## src/rtl/lrelu_pkg.sv

```systemverilog
package lrelu_pkg;

  // array geometry
  localparam int UNITS        = 4;
  localparam int MEMBERS      = 12;
  localparam int KW_MAX       = 3;
  localparam int BITS_KW2     = 1;
  localparam int BITS_MEMBERS = 4;

  // word widths
  localparam int WORD_WIDTH_IN     = 16;
  localparam int WORD_WIDTH_OUT    = 8;
  localparam int WORD_WIDTH_CONFIG = 24;
  localparam int WORD_WIDTH_PROD   = 32;

  // alpha of 0.1 approximated as a shift by 3
  localparam int ALPHA_SHIFT = 3;
  localparam int FRAC_SHIFT  = 6;

  typedef struct packed {
    logic signed [WORD_WIDTH_OUT-1:0] scale;
    logic signed [WORD_WIDTH_IN-1:0]  bias;
  } coef_t;

  // beat 0 of a config load carries D in the low byte
  typedef struct packed {
    logic [WORD_WIDTH_CONFIG-WORD_WIDTH_OUT-1:0] reserved;
    logic signed [WORD_WIDTH_OUT-1:0]            d;
  } offset_word_t;

  typedef union packed {
    coef_t        coef;
    offset_word_t offset;
  } cfg_word_u;

  typedef struct packed {
    logic [BITS_KW2-1:0] kw2;
    logic                is_lrelu;
    logic [1:0]          tag;
  } user_t;

  typedef struct packed {
    logic                                valid;
    logic                                last;
    user_t                               user;
    logic [UNITS-1:0][WORD_WIDTH_IN-1:0] data;
  } beat_in_t;

  typedef struct packed {
    logic                    en;
    logic                    to_offset;
    logic [BITS_MEMBERS-1:0] addr;
    cfg_word_u               word;
  } cfg_write_t;

  // last read address of the cyclic coefficient read for a kernel width
  function automatic logic [BITS_MEMBERS-1:0] r_addr_max_lut(input logic [BITS_KW2-1:0] kw2);
    int kw;
    kw = 2 * int'(kw2) + 1;
    // widths past the largest kernel fall back to the full table
    if (kw > KW_MAX) kw = 1;
    return BITS_MEMBERS'(MEMBERS / kw - 1);
  endfunction

endpackage

```

## src/rtl/lrelu_coef_bank.sv

```systemverilog
module lrelu_coef_bank (
  input  logic                                                     clk,
  input  logic                                                     rst_n,
  input  logic                                                     clken,
  input  logic                                                     resetn_config,
  input  lrelu_pkg::cfg_write_t                                    cfg_write,
  input  logic                                                     s_valid,
  input  logic                                                     s_last,
  input  lrelu_pkg::user_t                                         s_user,
  input  logic [lrelu_pkg::UNITS-1:0][lrelu_pkg::WORD_WIDTH_IN-1:0] s_data,
  output lrelu_pkg::beat_in_t                                      beat,
  output lrelu_pkg::coef_t                                         coef,
  output logic signed [lrelu_pkg::WORD_WIDTH_OUT-1:0]              offset
);
  import lrelu_pkg::*;

  coef_t                               coef_mem [MEMBERS];
  logic signed [WORD_WIDTH_OUT-1:0]    d_q;
  logic [BITS_MEMBERS-1:0]             r_addr;
  logic [BITS_MEMBERS-1:0]             r_addr_max;
  logic                                accept;
  logic                                valid_q;
  logic                                last_q;
  user_t                               user_q;
  logic [UNITS-1:0][WORD_WIDTH_IN-1:0] data_q;

  assign accept     = clken && s_valid;
  assign r_addr_max = r_addr_max_lut(s_user.kw2);

  // coefficient store, offset and read pointer
  always_ff @(posedge clk or negedge rst_n) begin
    if (!rst_n) begin
      coef_mem <= '{default: '0};
      d_q      <= '0;
      r_addr   <= '0;
    end else if (clken) begin
      if (!resetn_config) begin
        coef_mem <= '{default: '0};
        d_q      <= '0;
        r_addr   <= '0;
      end else begin
        if (cfg_write.en && cfg_write.to_offset) d_q <= cfg_write.word.offset.d;
        if (cfg_write.en && !cfg_write.to_offset) coef_mem[cfg_write.addr] <= cfg_write.word.coef;
        // wrap depends on kernel width of the current beat
        if (s_valid) r_addr <= (r_addr >= r_addr_max) ? '0 : r_addr + BITS_MEMBERS'(1);
      end
    end
  end

  always_ff @(posedge clk or negedge rst_n) begin
    if (!rst_n) begin
      valid_q <= 1'b0;
      last_q  <= 1'b0;
    end else if (clken) begin
      valid_q <= s_valid;
      last_q  <= s_valid && s_last;
    end
  end

  // first pipeline stage, beat with its coefficient
  always_ff @(posedge clk) begin
    if (accept) begin
      user_q <= s_user;
      data_q <= s_data;
      coef   <= coef_mem[r_addr];
      offset <= d_q;
    end
  end

  always_comb begin
    beat.valid = valid_q;
    beat.last  = last_q;
    beat.user  = user_q;
    beat.data  = data_q;
  end

endmodule

```

## src/rtl/lrelu_config_loader.sv

```systemverilog
module lrelu_config_loader (
  input  logic                  clk,
  input  logic                  rst_n,
  input  logic                  clken,
  input  logic                  resetn_config,
  input  logic                  s_valid_config,
  input  lrelu_pkg::cfg_word_u  s_config,
  output lrelu_pkg::cfg_write_t cfg_write,
  output logic                  count_config_full
);
  import lrelu_pkg::*;

  // beat 0 is the offset, beats 1..MEMBERS are scale/bias pairs
  logic [BITS_MEMBERS-1:0] beat_count;
  logic                    accept;

  assign accept = clken && s_valid_config && resetn_config && !count_config_full;

  // write goes out in the cycle the beat is offered
  always_comb begin
    cfg_write.en        = accept;
    cfg_write.to_offset = (beat_count == '0);
    // member index is one behind the beat count
    cfg_write.addr      = beat_count - BITS_MEMBERS'(1);
    cfg_write.word      = s_config;
  end

  always_ff @(posedge clk or negedge rst_n) begin
    if (!rst_n) begin
      beat_count        <= '0;
      count_config_full <= 1'b0;
    end else if (clken) begin
      if (!resetn_config) begin
        // restart the load
        beat_count        <= '0;
        count_config_full <= 1'b0;
      end else if (accept) begin
        if (beat_count == BITS_MEMBERS'(MEMBERS)) begin
          // last member written, ignore further beats
          count_config_full <= 1'b1;
        end else begin
          beat_count <= beat_count + BITS_MEMBERS'(1);
        end
      end
    end
  end

endmodule

```

## src/rtl/lrelu_datapath.sv

```systemverilog
module lrelu_datapath (
  input  logic                                                      clk,
  input  logic                                                      rst_n,
  input  logic                                                      clken,
  input  lrelu_pkg::beat_in_t                                       beat,
  input  lrelu_pkg::coef_t                                          coef,
  input  logic signed [lrelu_pkg::WORD_WIDTH_OUT-1:0]               offset,
  output logic                                                      m_valid,
  output logic                                                      m_last,
  output lrelu_pkg::user_t                                          m_user,
  output logic [lrelu_pkg::UNITS-1:0][lrelu_pkg::WORD_WIDTH_OUT-1:0] m_data
);
  import lrelu_pkg::*;

  logic                             valid_1;
  logic                             last_1;
  user_t                            user_1;
  logic signed [WORD_WIDTH_OUT-1:0] offset_1;
  logic signed [WORD_WIDTH_PROD-1:0] sum_1 [UNITS];

  // x * scale + bias, all sign extended to the internal width
  function automatic logic signed [WORD_WIDTH_PROD-1:0] mul_add(
    input logic signed [WORD_WIDTH_IN-1:0] x,
    input coef_t                           c
  );
    logic signed [WORD_WIDTH_PROD-1:0] x_ext;
    x_ext = WORD_WIDTH_PROD'(x);
    return x_ext * WORD_WIDTH_PROD'(c.scale) + WORD_WIDTH_PROD'(c.bias);
  endfunction

  // leaky slope, requantization shift, offset and clamp
  function automatic logic [WORD_WIDTH_OUT-1:0] requant(
    input logic signed [WORD_WIDTH_PROD-1:0] t,
    input logic                              is_lrelu,
    input logic signed [WORD_WIDTH_OUT-1:0]  d
  );
    logic signed [WORD_WIDTH_PROD-1:0] r;
    logic signed [WORD_WIDTH_PROD-1:0] sat_max;
    logic signed [WORD_WIDTH_PROD-1:0] sat_min;
    sat_max = 2 ** (WORD_WIDTH_OUT - 1) - 1;
    sat_min = -(2 ** (WORD_WIDTH_OUT - 1));
    r = t;
    if (is_lrelu && t < 0) r = r >>> ALPHA_SHIFT;
    r = (r >>> FRAC_SHIFT) + WORD_WIDTH_PROD'(d);
    if (r > sat_max) return sat_max[WORD_WIDTH_OUT-1:0];
    if (r < sat_min) return sat_min[WORD_WIDTH_OUT-1:0];
    return r[WORD_WIDTH_OUT-1:0];
  endfunction

  always_ff @(posedge clk or negedge rst_n) begin
    if (!rst_n) begin
      valid_1 <= 1'b0;
      last_1  <= 1'b0;
      m_valid <= 1'b0;
      m_last  <= 1'b0;
    end else if (clken) begin
      valid_1 <= beat.valid;
      last_1  <= beat.last;
      m_valid <= valid_1;
      m_last  <= last_1;
    end
  end

  // stage one, multiply-add per lane
  always_ff @(posedge clk) begin
    if (clken && beat.valid) begin
      user_1   <= beat.user;
      offset_1 <= offset;
      for (int u = 0; u < UNITS; u++) sum_1[u] <= mul_add(beat.data[u], coef);
    end
  end

  // stage two, activation and saturation
  always_ff @(posedge clk) begin
    if (clken && valid_1) begin
      m_user <= user_1;
      for (int u = 0; u < UNITS; u++) m_data[u] <= requant(sum_1[u], user_1.is_lrelu, offset_1);
    end
  end

endmodule

```

## src/rtl/lrelu_engine.sv

```systemverilog
module lrelu_engine (
  input  logic                                                      clk,
  input  logic                                                      rst_n,
  input  logic                                                      clken,
  input  logic                                                      s_valid,
  input  logic                                                      s_last,
  input  lrelu_pkg::user_t                                          s_user,
  input  logic [lrelu_pkg::UNITS-1:0][lrelu_pkg::WORD_WIDTH_IN-1:0]  s_data,
  output logic                                                      m_valid,
  output logic                                                      m_last,
  output lrelu_pkg::user_t                                          m_user,
  output logic [lrelu_pkg::UNITS-1:0][lrelu_pkg::WORD_WIDTH_OUT-1:0] m_data,
  input  logic                                                      resetn_config,
  input  logic                                                      s_valid_config,
  input  lrelu_pkg::cfg_word_u                                      s_config,
  output logic                                                      count_config_full
);
  import lrelu_pkg::*;

  cfg_write_t                       cfg_write;
  beat_in_t                         beat;
  coef_t                            coef;
  logic signed [WORD_WIDTH_OUT-1:0] offset;

  // producer, counts config beats
  lrelu_config_loader config_loader_i (
    .clk              (clk),
    .rst_n            (rst_n),
    .clken            (clken),
    .resetn_config    (resetn_config),
    .s_valid_config   (s_valid_config),
    .s_config         (s_config),
    .cfg_write        (cfg_write),
    .count_config_full(count_config_full)
  );

  // buffer, coefficient store and first stage
  lrelu_coef_bank coef_bank_i (
    .clk          (clk),
    .rst_n        (rst_n),
    .clken        (clken),
    .resetn_config(resetn_config),
    .cfg_write    (cfg_write),
    .s_valid      (s_valid),
    .s_last       (s_last),
    .s_user       (s_user),
    .s_data       (s_data),
    .beat         (beat),
    .coef         (coef),
    .offset       (offset)
  );

  // consumer, two arithmetic stages
  lrelu_datapath datapath_i (
    .clk    (clk),
    .rst_n  (rst_n),
    .clken  (clken),
    .beat   (beat),
    .coef   (coef),
    .offset (offset),
    .m_valid(m_valid),
    .m_last (m_last),
    .m_user (m_user),
    .m_data (m_data)
  );

endmodule

```

## config.mk

```make
export PLATFORM = sky130hd
export DESIGN_NAME = lrelu_engine
export DESIGN_NICKNAME = d
export VERILOG_FILES = /design/src/rtl/lrelu_pkg.sv /design/src/rtl/lrelu_coef_bank.sv /design/src/rtl/lrelu_config_loader.sv /design/src/rtl/lrelu_datapath.sv /design/src/rtl/lrelu_engine.sv
export SDC_FILE = /design/constraint.sdc
export NUM_CORES = 2
export LEC_CHECK = 0
export BUFFER_PORTS_ARGS = -buffer_cell sky130_fd_sc_hd__buf_4
export CORE_MARGIN = 3
export CORE_UTILIZATION = 50
export CTS_CLUSTER_SIZE = 25
export DETAILED_ROUTE_END_ITERATION = 6
export GPL_TIMING_DRIVEN = 0
export PLACE_DENSITY = 0.77
export SYNTH_ARGS = -nofsm -noshare
export SYNTH_HDL_FRONTEND = slang
export SYNTH_SLANG_ARGS = --single-unit
export TNS_END_PERCENT = 1
```

## constraint.sdc

```tcl
create_clock -name clk -period 5.9 [get_ports clk]
set_input_delay 1.77 -clock clk [delete_from_list [all_inputs] [get_ports clk]]
set_output_delay 1.77 -clock clk [all_outputs]
set_load 0.05 [all_outputs]
```

==> summary.txt <==
========================================================================================
Gate power share                                                                   61.5%
Sink of the worst hold path                                                 datapath_i.user_1[2]
Final hold violation count                                                             0
Pin count of the biggest net entering global routing                                 105
Port Buf Inserts                                                                     135
Switching power summed over all nets                                           10,400 uW
Highest ir drop seen on vdd                                                     0.349 mV
Fraction of registers with async set/reset                                         58.1%
Reported max-cap violation count                                                       0
Startpoint of the tightest hold check path                                  coef_bank_i.beat[66]
Clock insertion delay at the later pin of the skew report                         660 ps
Overall power                                                                  24,600 uW
Global-route wire length before repair                                      186,000 microns
Vias in the first global route                                                    33,100
Fraction of power consumed by sequential logic                                     21.9%
Setup slack of the worst register-to-register path                                 10 ps
Final routed wire length divided by cell count                              21.3 microns
Crit Reg-Reg Endpoint                                                       datapath_i.sum_1[3][30]
Die width                                                                    303 microns
CTS max path bufs                                                                      3
PD cells                                                                     489 nW/um^2
Clock Skew                                                                       29.9 ps
Nets                                                                               5,267
Antenna violation net count after detailed routing                                     0
Switching share of total power                                                     42.2%
Crit path DAT                                                                    6280 ps
CTS clk-pin slew, worst paths                                                      70 ps
Net count after synthesis                                                          5,010
GR Overflow Total                                                                      0
WL final                                                                    120,000 microns
Die height                                                                   303 microns
Relative slew margins                                                              26.3%
Status                                                                      complete, no violations
Number of pins exceeding their max-slew limit in the final report                      0
Min Clock Period, post-route                                                     5890 ps
WHS Path Cells                                                                         0
Avg Inst Size Synth                                                           10.7 sq um
Highest clock frequency the design can meet                                    0.170 GHz
Placer's final routability congestion estimate                                     0.926
Worst Path Max Fanout                                                                 10
Startpoint type of the worst setup path                                             flop
Number of setup violations in the final report                                         0
Count of different cell masters after synthesis                                       86
Commonest register cell after synthesis                                     sky130_fd_sc_hd__dfrtp_1
Part of the total power dissipated in the clock network                            16.5%
Synthesis warning total                                                                0
H-tree lvl count                                                                       2
Clock root buffer master                                                    sky130_fd_sc_hd__clkbuf_16
Worst-margin pin slew                                                            1100 ps
Final standard cell count with taps included and fillers excluded                  5,606
Global-route total usage across every layer                                        26.3%
Count of flip-flops with a built-in enable after synthesis                           224
Total leakage power                                                            0.0223 uW
Cell count after placement                                                         5,440
Total die area                                                              91,900 sq um
Total half-perimeter wirelength after legalization and detailed placement   90,300 microns
Commonest cells after routing, fill and taps aside                          sky130_fd_sc_hd__nand2_1, sky130_fd_sc_hd__fa_1, sky130_fd_sc_hd__inv_1
Unrepaired setup endpoints after global routing                                     true
Category of the most critical setup path                                         reg2reg
Most common cell after layout, fill and taps aside                          sky130_fd_sc_hd__nand2_1
CTS tree                                                                            done
Initial Util                                                                       50.7%
Worst-case reg-to-reg path depth                                                      19
Vias per cell                                                                       5.74
Site Rows                                                                            108
Post-synthesis instance area                                                44,100 sq um
Initial antenna violation count                                                        7
Required time worst endpoint                                                     6290 ps
Number of register bits inferred by synthesis                                        535
Path class of the lowest-slack min-delay path                                    reg2reg
CTS sink cnt                                                                         535
Initial detailed-routing violation count                                           2,899
Final cycle utilization of the critical path                                       99.8%
Ports                                                                                138
Total iterations of the first detailed-routing run                                     6
Cell-internal power                                                            14,200 uW
Worst r2r src                                                               coef_bank_i.coef[22]
Quantity of hold-fixing buffers added after cts                                        0
Area growth from synthesis to layout                                               13.8%
Sequential fraction of the synthesis area                                          32.9%
Cells after Synth                                                                  4,143
Critical Path Sink Type                                                             flop
Cts bufs inserted                                                                     58
Layout cells sized above 1                                                         13.4%
Post-route DRC violation count                                                         0
Core region area                                                            87,200 sq um
Total number of vias                                                              32,200
========================================================================================
layout make-up:
cell class | instances | area, sq um
flip-flops and latches | 535 | 14500
repair buffers | 202 | 1700
inverters | 445 | 1670
clock buffers | 74 | 1660
diodes | 3 | 7.51
clock inverters | 34 | 500
plain buffers | 172 | 1010
well taps | 1155 | 1450
fillers | 7085 | 36900
multi-input cells | 2986 | 27800
per-layer routing:
metal / track usage [%] / wire length [microns] / up-vias / share of wire, %
li1: - / - / 14300 / -
met1: 34.9 / 47300 / 16100 / 40
met2: 41.6 / 54900 / 1392 / 46
met3: 5.64 / 11100 / 325 / 9.3
met4: 12.0 / 6260 / 8 / 5.2
met5: 0 / 55 / - / 0.046
how the worst max path moves through the flow:
stage / slack (ps) / start / cells past startpoint / end
6_report: 10 / coef_bank_i.coef[22] / 19 / datapath_i.sum_1[3][30]
3_3_place_gp: -1600 / coef_bank_i.coef[23] / 19 / datapath_i.sum_1[2][23]
2_1_floorplan: -60 / coef_bank_i.coef[23] / 20 / datapath_i.sum_1[3][30]
4_1_cts: -6 / coef_bank_i.coef[20] / 21 / datapath_i.sum_1[2][23]
5_1_grt: -160 / coef_bank_i.coef[22] / 19 / datapath_i.sum_1[3][30]
3_5_place_dp: -1750 / coef_bank_i.coef[23] / 19 / datapath_i.sum_1[2][23]
power by group through the flow:
stage	combinational (uW)	clock (uW)	sequential, uW
floorplan	10600	0	5440
global placement	13300	0	5440
detailed placement	13700	0	5450
CTS	14200	4130	5380
global route	17000	4290	5430
finish	15100	4070	5390
timing repair:
action / 4_1_cts / 5_1_grt
pin swaps: 16 / 73
cloned: 0 / 1
setup endpoints to repair: 66 / 19
gates resized for setup: 108 / 138
buffers inserted: 21 / 38
cells in the mapped netlist (9+ instances only):
cell	number	area, sq um
sky130_fd_sc_hd__nand2_1	570	2140
sky130_fd_sc_hd__fa_1	488	9770
sky130_fd_sc_hd__inv_1	445	1670
sky130_fd_sc_hd__o21ai_0	338	1690
sky130_fd_sc_hd__dfrtp_1	311	7780
sky130_fd_sc_hd__and2_1	280	1750
sky130_fd_sc_hd__ha_1	280	3500
sky130_fd_sc_hd__edfxtp_1	224	6730
sky130_fd_sc_hd__clkbuf_1	159	597
sky130_fd_sc_hd__nor2_1	107	402
sky130_fd_sc_hd__xnor2_1	98	858
sky130_fd_sc_hd__a21oi_1	75	375
sky130_fd_sc_hd__nor2b_1	75	469
sky130_fd_sc_hd__mux4_2	72	1620
sky130_fd_sc_hd__a21o_1	71	533
sky130_fd_sc_hd__mux2_2	67	754
sky130_fd_sc_hd__nand2b_1	45	282
sky130_fd_sc_hd__nor3_1	39	195
sky130_fd_sc_hd__xor2_1	36	315
sky130_fd_sc_hd__nand3_1	30	150
sky130_fd_sc_hd__mux2i_1	27	270
sky130_fd_sc_hd__o22ai_1	27	169
sky130_fd_sc_hd__o21a_1	25	188
sky130_fd_sc_hd__a211oi_1	24	180
sky130_fd_sc_hd__o21ai_1	20	100
sky130_fd_sc_hd__a31oi_1	16	100
sky130_fd_sc_hd__and3_1	15	93.8
sky130_fd_sc_hd__buf_1	15	56.3
sky130_fd_sc_hd__nand4_1	14	87.6
sky130_fd_sc_hd__o211ai_1	13	97.6
sky130_fd_sc_hd__a22o_1	10	87.6
sky130_fd_sc_hd__or3_1	9	56.3
worst max-delay path, cell delays in order (launching register included):
cell and delay, ps:
sky130_fd_sc_hd__edfxtp_1 460, sky130_fd_sc_hd__buf_4 190, sky130_fd_sc_hd__buf_4 190, sky130_fd_sc_hd__and2_1 160
sky130_fd_sc_hd__fa_1 490, sky130_fd_sc_hd__fa_1 570, sky130_fd_sc_hd__fa_1 420, sky130_fd_sc_hd__fa_1 570
sky130_fd_sc_hd__ha_4 230, sky130_fd_sc_hd__ha_4 230, sky130_fd_sc_hd__a21o_1 180, sky130_fd_sc_hd__a2111o_1 380
sky130_fd_sc_hd__a41oi_2 240, sky130_fd_sc_hd__o21ai_2 120, sky130_fd_sc_hd__a21o_1 220, sky130_fd_sc_hd__o41a_1 390
sky130_fd_sc_hd__and2_4 150, sky130_fd_sc_hd__o21a_1 210, sky130_fd_sc_hd__nor2_2 120, sky130_fd_sc_hd__xnor2_1 90
kinds of logic after synthesis:
family	Yosys count	synth area share (%)
AO/OA/AOI/OAI	693	9.60
buffers and inverters	622	5.30
flip-flops	535	32.9
multiplexers	167	6.05
AND/OR/NAND/NOR	1223	13.5
XOR/XNOR	134	2.66
adder cells (fa/ha/maj)	769	30.1
per-stage QoR:
stage	cell area (sq um)	setup WS, ps	hold slack (ps)	util, %	setup TNS [ps]
after floorplan	44100	-64.6	400	-	-81.1
after global placement	46600	-1600	401	53.5	-50560
after detailed placement	46800	-1750	405	53.7	-51820
after CTS	49500	-5.87	413	56.8	-8.62
after global routing	50200	-162	418	57.6	-712
final	50200	13.4	414	57.7	0
sequential cells by signal (all words and copies together) (netlist names), 4 cells and up:
register / flops
coef_bank_i.coef_mem: 288
datapath_i.sum_1: 76
coef_bank_i.beat: 68
datapath_i.m_data: 32
coef_bank_i.coef: 24
coef_bank_i.d_q: 8
coef_bank_i.offset: 8
datapath_i.offset_1: 8
coef_bank_i.r_addr: 4
config_loader_i.beat_count: 4
datapath_i.m_user: 4
datapath_i.user_1: 4
Power figures use the tool's default switching activity.
